### config.mk
export PLATFORM = sky130hd
export DESIGN_NAME = rv_core_top
export DESIGN_NICKNAME = d
export VERILOG_FILES = /design/src/hdl/rv_core_pkg.sv /design/src/hdl/pc_stage.sv /design/src/hdl/decode_stage.sv /design/src/hdl/reg_file.sv /design/src/hdl/execute_stage.sv /design/src/hdl/mem_wb_stage.sv /design/src/hdl/rv_core_top.sv
export SDC_FILE = /design/constraint.sdc
export NUM_CORES = 2
export LEC_CHECK = 0
export BUFFER_PORTS_ARGS = -buffer_cell sky130_fd_sc_hd__buf_2
export CAP_MARGIN = 15
export CORE_ASPECT_RATIO = 2
export CORE_UTILIZATION = 50
export CTS_BUF_LIST = sky130_fd_sc_hd__clkbuf_8 sky130_fd_sc_hd__clkbuf_16
export DETAILED_ROUTE_END_ITERATION = 10
export GPL_ROUTABILITY_DRIVEN = 1
export PLACE_DENSITY = 0.66
export SLEW_MARGIN = 40
export SYNTH_ARGS = -nofsm -noshare
export SYNTH_HDL_FRONTEND = slang
export SYNTH_SLANG_ARGS = --single-unit
export TNS_END_PERCENT = 5
### constraint.sdc
create_clock -name clk -period 25.6 [get_ports clk]
set_input_delay 6.4 -clock clk [delete_from_list [all_inputs] [get_ports clk]]
set_output_delay 6.4 -clock clk [all_outputs]
set_load 0.05 [all_outputs]
### src/hdl/rv_core_pkg.sv
package rv_core_pkg;

  localparam int XLEN       = 32;
  localparam int REG_ADDR_W = 5;

  typedef logic [XLEN-1:0] word_t;

  // rv32i major opcodes, only the implemented subset
  typedef enum logic [6:0] {
    OP_IMM    = 7'b001_0011,
    OP_LUI    = 7'b011_0111,
    OP_AUIPC  = 7'b001_0111,
    OP_JAL    = 7'b110_1111,
    OP_JALR   = 7'b110_0111,
    OP_LOAD   = 7'b000_0011,
    OP_STORE  = 7'b010_0011,
    OP_SYSTEM = 7'b111_0011
  } opcode_e;

  // first adder operand
  typedef enum logic [1:0] {
    A_RS1  = 2'd0,
    A_PC   = 2'd1,
    A_ZERO = 2'd2
  } op_a_e;

  typedef enum logic [1:0] {
    WB_ALU  = 2'd0,
    WB_PC4  = 2'd1,
    WB_LOAD = 2'd2
  } wb_sel_e;

  // load/store width codes (funct3)
  localparam logic [2:0] FUNCT3_B  = 3'b000;
  localparam logic [2:0] FUNCT3_H  = 3'b001;
  localparam logic [2:0] FUNCT3_W  = 3'b010;
  localparam logic [2:0] FUNCT3_BU = 3'b100;
  localparam logic [2:0] FUNCT3_HU = 3'b101;

  typedef struct packed {
    logic [REG_ADDR_W-1:0] rd;
    logic [REG_ADDR_W-1:0] rs1;
    logic [REG_ADDR_W-1:0] rs2;
    logic [2:0]            funct3;
    word_t                 imm;
    op_a_e                 op_a;
    wb_sel_e               wb_sel;
    logic                  reg_we;
    logic                  mem_rd;
    logic                  mem_wr;
    logic                  jump;   // next pc comes from the adder
    logic                  halt;
  } ctrl_t;

  typedef struct packed {
    word_t      addr;
    logic       rd_en;
    logic       wr_en;
    word_t      wdata;  // already in its byte lane
    logic [3:0] wmask;
  } dmem_req_t;

endpackage

### src/hdl/pc_stage.sv
`timescale 1ns/1ps

module pc_stage #(
  parameter rv_core_pkg::word_t RESET_PC = 32'h8000_0000
) (
  input  logic               clk,
  input  logic               rst_n,
  input  logic               jump,
  input  logic               halt,
  input  rv_core_pkg::word_t target,
  output rv_core_pkg::word_t pc,
  output rv_core_pkg::word_t pc_plus4
);

  rv_core_pkg::word_t pc_next;

  assign pc_plus4 = pc + 32'd4;
  assign pc_next  = jump ? target : pc_plus4; // jal/jalr take the adder result

  always_ff @(posedge clk or negedge rst_n) begin
    if (!rst_n) begin
      pc <= RESET_PC;
    end else if (!halt) begin // ebreak freezes the core
      pc <= pc_next;
    end
  end

  // jump targets come back from execute, so this covers the whole loop
  pc_aligned: assert property (
    @(posedge clk) disable iff (!rst_n)
    pc[1:0] == 2'b00
  ) else $error("pc not word aligned: %h", pc);

endmodule

### src/hdl/decode_stage.sv
`timescale 1ns/1ps

module decode_stage (
  input  logic               rst_n,
  input  rv_core_pkg::word_t inst,
  output rv_core_pkg::ctrl_t ctrl
);

  localparam rv_core_pkg::word_t EBREAK = 32'h0010_0073;

  logic [2:0]         funct3;
  rv_core_pkg::word_t imm_i;
  rv_core_pkg::word_t imm_s;
  rv_core_pkg::word_t imm_u;
  rv_core_pkg::word_t imm_j;
  logic               load_ok;
  logic               store_ok;

  assign funct3 = inst[14:12];

  assign imm_i = {{20{inst[31]}}, inst[31:20]};
  assign imm_s = {{20{inst[31]}}, inst[31:25], inst[11:7]};
  assign imm_u = {inst[31:12], 12'h000};
  assign imm_j = {{12{inst[31]}}, inst[19:12], inst[20], inst[30:21], 1'b0};

  // unsupported widths fall through as no-ops
  assign load_ok = funct3 inside {rv_core_pkg::FUNCT3_B, rv_core_pkg::FUNCT3_H,
                                  rv_core_pkg::FUNCT3_W, rv_core_pkg::FUNCT3_BU,
                                  rv_core_pkg::FUNCT3_HU};
  assign store_ok = funct3 inside {rv_core_pkg::FUNCT3_B, rv_core_pkg::FUNCT3_H,
                                   rv_core_pkg::FUNCT3_W};

  always_comb begin
    ctrl        = '0;
    ctrl.rd     = inst[11:7];
    ctrl.rs1    = inst[19:15];
    ctrl.rs2    = inst[24:20];
    ctrl.funct3 = funct3;
    ctrl.imm    = imm_i;
    ctrl.op_a   = rv_core_pkg::A_ZERO;
    ctrl.wb_sel = rv_core_pkg::WB_ALU;

    case (inst[6:0])
      rv_core_pkg::OP_IMM: begin
        if (funct3 == 3'b000) begin // addi only
          ctrl.reg_we = 1'b1;
          ctrl.op_a   = rv_core_pkg::A_RS1;
        end
      end
      rv_core_pkg::OP_LUI: begin
        ctrl.reg_we = 1'b1;
        ctrl.imm    = imm_u;
      end
      rv_core_pkg::OP_AUIPC: begin
        ctrl.reg_we = 1'b1;
        ctrl.op_a   = rv_core_pkg::A_PC;
        ctrl.imm    = imm_u;
      end
      rv_core_pkg::OP_JAL: begin
        ctrl.reg_we = 1'b1;
        ctrl.op_a   = rv_core_pkg::A_PC;
        ctrl.imm    = imm_j;
        ctrl.wb_sel = rv_core_pkg::WB_PC4;
        ctrl.jump   = 1'b1;
      end
      rv_core_pkg::OP_JALR: begin
        if (funct3 == 3'b000) begin // target bit 0 dropped in execute
          ctrl.reg_we = 1'b1;
          ctrl.op_a   = rv_core_pkg::A_RS1;
          ctrl.wb_sel = rv_core_pkg::WB_PC4;
          ctrl.jump   = 1'b1;
        end
      end
      rv_core_pkg::OP_LOAD: begin
        if (load_ok) begin
          ctrl.reg_we = 1'b1;
          ctrl.op_a   = rv_core_pkg::A_RS1;
          ctrl.wb_sel = rv_core_pkg::WB_LOAD;
          ctrl.mem_rd = 1'b1;
        end
      end
      rv_core_pkg::OP_STORE: begin
        if (store_ok) begin
          ctrl.op_a   = rv_core_pkg::A_RS1;
          ctrl.imm    = imm_s;
          ctrl.mem_wr = 1'b1;
        end
      end
      rv_core_pkg::OP_SYSTEM: ctrl.halt = (inst == EBREAK);
      default: ;
    endcase

    // no side effects while the core sits in reset
    if (!rst_n) begin
      ctrl.reg_we = 1'b0;
      ctrl.mem_rd = 1'b0;
      ctrl.mem_wr = 1'b0;
      ctrl.halt   = 1'b0;
    end
  end

endmodule

### src/hdl/reg_file.sv
`timescale 1ns/1ps

module reg_file (
  input  logic                                clk,
  input  logic                                rst_n,
  input  logic [rv_core_pkg::REG_ADDR_W-1:0]  rs1,
  input  logic [rv_core_pkg::REG_ADDR_W-1:0]  rs2,
  input  logic [rv_core_pkg::REG_ADDR_W-1:0]  rd,
  input  logic                                we,
  input  rv_core_pkg::word_t                  wdata,
  output rv_core_pkg::word_t                  rs1_data,
  output rv_core_pkg::word_t                  rs2_data
);

  localparam int NREGS = 2**rv_core_pkg::REG_ADDR_W;

  rv_core_pkg::word_t regs [1:NREGS-1]; // x0 has no storage

  always_ff @(posedge clk or negedge rst_n) begin
    if (!rst_n) begin
      for (int i = 1; i < NREGS; i++) begin
        regs[i] <= '0;
      end
    end else if (we && rd != '0) begin
      regs[rd] <= wdata;
    end
  end

  // async read, x0 hardwired
  assign rs1_data = (rs1 == '0) ? '0 : regs[rs1];
  assign rs2_data = (rs2 == '0) ? '0 : regs[rs2];

endmodule

### src/hdl/execute_stage.sv
`timescale 1ns/1ps

module execute_stage (
  input  rv_core_pkg::ctrl_t ctrl,
  input  rv_core_pkg::word_t pc,
  input  rv_core_pkg::word_t rs1_data,
  output rv_core_pkg::word_t alu_result
);

  rv_core_pkg::word_t op_a;
  rv_core_pkg::word_t sum;
  logic               is_jalr;

  always_comb begin
    case (ctrl.op_a)
      rv_core_pkg::A_RS1: op_a = rs1_data;
      rv_core_pkg::A_PC:  op_a = pc;
      default:            op_a = '0; // lui
    endcase
  end

  // one adder for addi, lui, auipc, jump targets and load/store addresses
  assign sum = op_a + ctrl.imm;

  // jal's sum is always even, only the register-based jump needs the mask
  assign is_jalr = ctrl.jump && (ctrl.op_a == rv_core_pkg::A_RS1);

  assign alu_result = is_jalr ? {sum[31:1], 1'b0} : sum;

endmodule

### src/hdl/mem_wb_stage.sv
`timescale 1ns/1ps

module mem_wb_stage (
  input  rv_core_pkg::ctrl_t     ctrl,
  input  rv_core_pkg::word_t     alu_result,
  input  rv_core_pkg::word_t     rs2_data,
  input  rv_core_pkg::word_t     pc_plus4,
  input  rv_core_pkg::word_t     dmem_rdata,
  output rv_core_pkg::dmem_req_t dmem_req,
  output rv_core_pkg::word_t     wb_data,
  output logic                   wb_en
);

  logic [1:0]         offset;
  rv_core_pkg::word_t lane;       // rdata shifted so the addressed byte is at bit 0
  rv_core_pkg::word_t load_data;
  rv_core_pkg::word_t store_data;
  logic [3:0]         store_mask;

  assign offset = alu_result[1:0];
  assign lane   = dmem_rdata >> {offset, 3'b000};

  // store side, data replicated so every lane carries it
  always_comb begin
    store_data = '0;
    store_mask = 4'b0000;
    case (ctrl.funct3)
      rv_core_pkg::FUNCT3_B: begin
        store_data = {4{rs2_data[7:0]}};
        store_mask = 4'b0001 << offset;
      end
      rv_core_pkg::FUNCT3_H: begin
        store_data = {2{rs2_data[15:0]}};
        if (!offset[0]) store_mask = offset[1] ? 4'b1100 : 4'b0011;
      end
      rv_core_pkg::FUNCT3_W: begin
        store_data = rs2_data;
        if (offset == 2'b00) store_mask = 4'b1111;
      end
      default: ;
    endcase
  end

  // load side; misaligned halves and words return zero
  always_comb begin
    load_data = '0;
    case (ctrl.funct3)
      rv_core_pkg::FUNCT3_B:  load_data = {{24{lane[7]}}, lane[7:0]};
      rv_core_pkg::FUNCT3_BU: load_data = {24'h0, lane[7:0]};
      rv_core_pkg::FUNCT3_H:  if (!offset[0]) load_data = {{16{lane[15]}}, lane[15:0]};
      rv_core_pkg::FUNCT3_HU: if (!offset[0]) load_data = {16'h0, lane[15:0]};
      rv_core_pkg::FUNCT3_W:  if (offset == 2'b00) load_data = dmem_rdata;
      default: ;
    endcase
  end

  assign dmem_req.addr  = alu_result;
  assign dmem_req.rd_en = ctrl.mem_rd;
  assign dmem_req.wr_en = ctrl.mem_wr;
  assign dmem_req.wdata = store_data;
  assign dmem_req.wmask = ctrl.mem_wr ? store_mask : 4'b0000;

  always_comb begin
    case (ctrl.wb_sel)
      rv_core_pkg::WB_PC4:  wb_data = pc_plus4;  // link address
      rv_core_pkg::WB_LOAD: wb_data = load_data;
      default:              wb_data = alu_result;
    endcase
  end

  assign wb_en = ctrl.reg_we;

  // catches a misaligned store address reaching memory
  always_comb begin
    if (dmem_req.wr_en) begin
      assert (dmem_req.wmask != 4'b0000)
        else $error("store with empty mask at %h", dmem_req.addr);
    end
  end

endmodule

### src/hdl/rv_core_top.sv
`timescale 1ns/1ps

module rv_core_top #(
  parameter rv_core_pkg::word_t RESET_PC = 32'h8000_0000
) (
  input  logic                   clk,
  input  logic                   rst_n,
  input  rv_core_pkg::word_t     inst,
  output rv_core_pkg::word_t     pc,
  output rv_core_pkg::dmem_req_t dmem_req,
  input  rv_core_pkg::word_t     dmem_rdata,
  output logic                   halt
);

  rv_core_pkg::ctrl_t ctrl;
  rv_core_pkg::word_t pc_plus4;
  rv_core_pkg::word_t rs1_data;
  rv_core_pkg::word_t rs2_data;
  rv_core_pkg::word_t alu_result;
  rv_core_pkg::word_t wb_data;
  logic               wb_en;

  assign halt = ctrl.halt;

  pc_stage #(
    .RESET_PC (RESET_PC)
  ) i_pc_stage (
    .clk      (clk),
    .rst_n    (rst_n),
    .jump     (ctrl.jump),
    .halt     (ctrl.halt),
    .target   (alu_result),
    .pc       (pc),
    .pc_plus4 (pc_plus4)
  );

  decode_stage i_decode_stage (
    .rst_n (rst_n),
    .inst  (inst),
    .ctrl  (ctrl)
  );

  reg_file i_reg_file (
    .clk      (clk),
    .rst_n    (rst_n),
    .rs1      (ctrl.rs1),
    .rs2      (ctrl.rs2),
    .rd       (ctrl.rd),
    .we       (wb_en),
    .wdata    (wb_data),
    .rs1_data (rs1_data),
    .rs2_data (rs2_data)
  );

  execute_stage i_execute_stage (
    .ctrl       (ctrl),
    .pc         (pc),
    .rs1_data   (rs1_data),
    .alu_result (alu_result)
  );

  mem_wb_stage i_mem_wb_stage (
    .ctrl       (ctrl),
    .alu_result (alu_result),
    .rs2_data   (rs2_data),
    .pc_plus4   (pc_plus4),
    .dmem_rdata (dmem_rdata),
    .dmem_req   (dmem_req),
    .wb_data    (wb_data),
    .wb_en      (wb_en)
  );

endmodule

# After elaboration in Yosys (flattened, before gate mapping)
# Index checks and enable logic that the tools add are counted.
# op_classes
add_sub_neg,2
order_cmp,4
n_eq_ne,16
n_shift,2
mux,41
bitwise_logic,3
reduce_logical,14
# ops
operator,n
992-bit bitwise mux,1
32-bit binary-select mux with 5-bit select,2
32-bit two-way mux,10
32-bit demux with 5-bit select,1
32-bit case mux with 5 select lines,1
32-bit case mux with 2 select lines,2
32-bit case mux with 3 select lines,1
31-bit case mux with 3 select lines,1
"32-bit by 3-bit adder with 32-bit output, second input constant",1
32-bit adder,1
"32-bit by 21-bit == test with 1-bit output, second input constant",1
32-bit by 5-bit right shift with 16-bit output,1
"7-bit == test, second input constant",3
"6-bit greater-or-equal comparator, second input constant",3
5-bit NOT with 6-bit output,3
16-bit two-way mux,1
4-bit two-way mux,4
"7-bit by 5-bit == test with 1-bit output, second input constant",2
"7-bit by 6-bit == test with 1-bit output, second input constant",2
4-bit case mux with 3 select lines,1
5-bit logical NOT,2
2-bit case mux with 5 select lines,1
5-bit nonzero test,2
"7-bit by 2-bit == test with 1-bit output, second input constant",1
22 further kinds,34
# word_totals
register_bits,1024
inputBits,66
output_inout_bits,103

# Depth between registers and ports, before layout
# logic_depth
word_depth,13
ltp_mapped,23
ltp_nobuf,17

# By module
# Synthesis repeated with hierarchy kept, for this count alone.
# hier_totals
hier_cells,5152
area_unflattened_um2,61063.6
# modules_own_cells
mod,n_inst,cells_each,area_each_um2,seq_area_each_um2
reg_file,1,4066,53303.6,24823.8
pc_stage,1,304,2538.7,802.0
mem_wb_stage,1,354,2309.7,0.0
execute_stage,1,313,2137.0,0.0
decode_stage,1,115,774.5,0.0

# Worst setup path before layout
# No wires, ideal clock.
# synth_path
path_type,input port to output port
start,input port inst[15]
end,output port dmem_req[2] (netlist name)
arrival_time_ps,11838
slack_ps,7362
cell_stages,15
path_cell_list,buf_2 -> buf_2 -> clkbuf_1 -> buf_1 -> mux4_2 -> mux4_2 -> mux2i_1 -> o21ai_0 -> ha_1 -> inv_1 -> fa_1 -> clkbuf_1 -> clkbuf_1 -> mux2i_1 -> nor4b_1
# synth_rtl
item,line_no,text
"start, declared",rv_core_top.sv:8,"input rv_core_pkg::word_t inst,"
"end, declared",rv_core_top.sv:10,"output rv_core_pkg::dmem_req_t dmem_req,"

==> flow_metrics.py <==
metrics = {
    "worst_setup_path": {
        "end_kind": "output pin",
        "critical_path.max_fanout": 67,
        "cp.depth": 19,
        "startpoint": "inst[15]",
        "critical-path-top-delay-family": "buffers and inverters",
        "cp_slowest_cell": "buf_6",
        "criticalPathCategory": "in2out",
        "rr_startpoint": "i_reg_file.regs[0]$_DFFE_PN0P_",
        "r2r_end": "i_reg_file.regs[825]$_DFFE_PN0P_",
        "crit_path_start_kind": "primary input",
        "worst_r2r_path_depth": 19,
        "required_ps": 19200,
        "crit_chain": "buf_8, buf_12, buf_16, buf_6, mux4_2, mux4_2, mux2i_1, o21ai_0, ha_1, a211oi_1, o21ai_0, a21boi_0, nand3_1, and4_1, or3_1, nand2_1, buf_4, inv_1, buf_2",
        "r2r_slack_ps": 19560,
        "crit_end": "dmem_req[66]",
        "crit_path_max_incr_delay_ps": 640,
        "worst-path-buf-inv": 7,
        "cp_data_arrival_time_ps": 13080,
    },
    "floorplanning": {
        "die_w_um": 243.6,
        "start_util_pct": 50.32,
        "core.rowCount": 177,
        "ioPinCount": 169,
        "die_h_um": 485.3,
        "core-area_um2": 116000,
        "die_area_um2": 118200,
    },
    "synth": {
        "synth_cells": 5394,
        "synth.distinct_cells": 88,
        "synthTopCellsByArea": "dfrtp_1, mux4_2, o21ai_0, nand2_1, clkbuf_1",
        "synth_edf_count": 0,
        "synth_common_cells": "nand2_1, dfrtp_1, o21ai_0, mux4_2, clkbuf_1",
        "synth_top_area_share_pct": 43.84,
        "syn_area_um2": 58390,
        "syn_area_per_cell_um2": 10.83,
        "synth_most_common_cell": "nand2_1",
        "synth-seq-cells": 1024,
        "seq_area_frac_synth_pct": 43.89,
        "synth_area_leader_cell": "dfrtp_1",
        "synthArstFlopShare_pct": 100.0,
        "synth_nets": 5495,
        "yosysWarnings": 0,
        "ys.flop_type": "dfrtp_1",
    },
    "timing": {
        "fin_skew_ps": 46.86,
        "timing.final.crit_share_pct": 76.11,
        "drv_slew": 0,
        "setup_viol": 0,
        "rsz0062_at_grt": "no",
        "setup_tns_ps": 0,
        "hold_ws_ps": 496.2,
        "slew_headroom_pct": 37.32,
        "period_needed_ps": 19480,
        "worstMarginPinSlew_ps": 922.0,
        "hold_viol_final": 0,
        "clock.fmax_ghz": 0.05132,
        "finalWorstSetupSlack_ps": 6115,
    },
    "power_and_ir_drop": {
        "totalPowerFinal_mw": 3.760,
        "leakagePower_nw": 27.13,
        "ir_drop_v": 0.00006062,
        "p_per_area_nw_per_um2": 58.54,
    },
    "drt": {
        "post_drt_via_cell_ratio": 6.853,
        "num_vias": 46925,
        "avgRoutedWirePerCell_um": 32.05,
        "ant_nets": 0,
        "first_pass_iters": 9,
        "drtIter0Drc": 4813,
        "routed_wl_mm": 219.4,
        "drc": 0,
    },
    "finish": {
        "nNetsFinal": 5341,
        "multi_input_area_um2": 30990,
        "area_growth_pct": 9.989,
        "fill_cells": 9826,
        "layout-drive-gt1-share_pct": 23.40,
        "regArea_um2": 25630,
    },
    "clocking": {
        "cts_tree": "yes",
        "h-tree-depth": 3,
        "cts_buffers": 92,
        "cts_resized": 0,
        "clk_latency_ps": 740,
        "ctsHoldBuffers": 0,
        "cts_sinks": 1024,
        "clockBufferDepth": 3,
        "path_clk_slew_ps": 70,
        "post_cts_buffers": 0,
        "root_buffer": "clkbuf_16",
    },
    "global_route": {
        "grt_max_degree": 147,
        "antenna_found_initial": 20,
        "grt-ovfl-total": 0,
        "grt_pass1_vias": 47850,
        "grt_use_total_pct": 37.90,
        "grt_pass1_wl_mm": 323.5,
    },
    "place": {
        "post-place-ws_ps": 6132,
        "dp_hpwl_mm": 142.8,
        "routabilityCongestion": 1.003,
        "numPortBuffers": 168,
    },
    "run_status": {
        "outcome": "complete, no violations",
    },
    "flow_run": {
        "max-cap-violations": 0,
    },
    "min_path": {
        "hold_class": "reg2reg",
    },
}
## power breakdown
part / total [mW] / leakage [nW] / switching, mW / internal [mW]
sequential: 1.72 / 14.2 / 0.0652 / 1.66
clock: 1.54 / 1.70 / 0.674 / 0.871
combinational: 0.491 / 11.2 / 0.344 / 0.147
## cells by family (layout without fill, tap and decap cells)
kind of cell / count (synthesis) / count (layout) / share of synthesized area, %
adders and majority gates: 35 / 35 / 0.7628
DFF: 1024 / 1024 / 43.89
buffers and inverters: 591 / 513 / 3.926
xor gates and xnor gates: 46 / 46 / 0.6900
other: 0 / 10 / 0
AOI/OAI and AO/OA: 1458 / 1458 / 14.69
muxes: 759 / 759 / 25.47
and+or+nand+nor: 1481 / 1481 / 10.58
## sequential cells by signal (all words and copies together), names as in the netlist
register,count
i_reg_file.regs,992
i_pc_stage.pc,32
## cells in the final DEF, fill, tap and decap left out, types with 84 or more instances in the layout
cell,count
mux2i_1,107
buf_2,159
clkbuf_16,93
o21ai_1,84
nor2_1,108
dfrtp_1,1023
nand2_1,1114
buf_4,107
mux4_2,575
o31ai_1,100
o21ai_0,914
## cell type report
type                       count  area share, %
tap                         1521          2.963
timing repair buffer         305          3.450
clock inverter                63          1.243
multi-input combinational   3779          48.26
antenna                       10        0.03896
inverter                      38         0.2221
clock buffer                 107          3.924
sequential                  1024          39.90
## layer usage
layer	up-vias	part of all wire, %	wire length (um)	GRT usage (%)
li1	19609	-	-	-
met1	23644	32	70300	41.23
met2	2660	49	106700	61.76
met3	994	9.5	20820	10.11
met4	18	9.8	21520	31.27
met5	-	0.058	127	0
## per-stage QoR
step | instance area [um^2] | std cells | util, %
after global placement | 60310 | 6652 | 51.97
after detailed placement | 60660 | 6660 | 52.27
after floorplan | 58390 | 5394 | -
after CTS | 63970 | 6830 | 55.13
final | 64230 | 6847 | 55.34
after global routing | 64210 | 6841 | 55.33
## how the worst min path moves through the flow
stage / slack, ps / cells after the start / start / end
finish: 500 / 2 / i_reg_file.regs[419]$_DFFE_PN0P_ / i_reg_file.regs[419]$_DFFE_PN0P_
global route: 520 / 2 / i_reg_file.regs[187]$_DFFE_PN0P_ / i_reg_file.regs[187]$_DFFE_PN0P_
CTS: 500 / 2 / i_reg_file.regs[782]$_DFFE_PN0P_ / i_reg_file.regs[782]$_DFFE_PN0P_
detailed placement: 480 / 2 / i_reg_file.regs[782]$_DFFE_PN0P_ / i_reg_file.regs[782]$_DFFE_PN0P_
global placement: 470 / 2 / i_reg_file.regs[441]$_DFFE_PN0P_ / i_reg_file.regs[441]$_DFFE_PN0P_
floorplan: 460 / 2 / i_reg_file.regs[168]$_DFFE_PN0P_ / i_reg_file.regs[168]$_DFFE_PN0P_
## worst reg2reg max path, delay by kind of cell, from the launching register on
family	cells	cell delay (ps)
fa+ha+maj	2	660
buf+inv	5	1010
mux	5	2030
simple gates	2	330
flops	1	390
compound gates	5	1500
(Power assumes the default switching activity.)
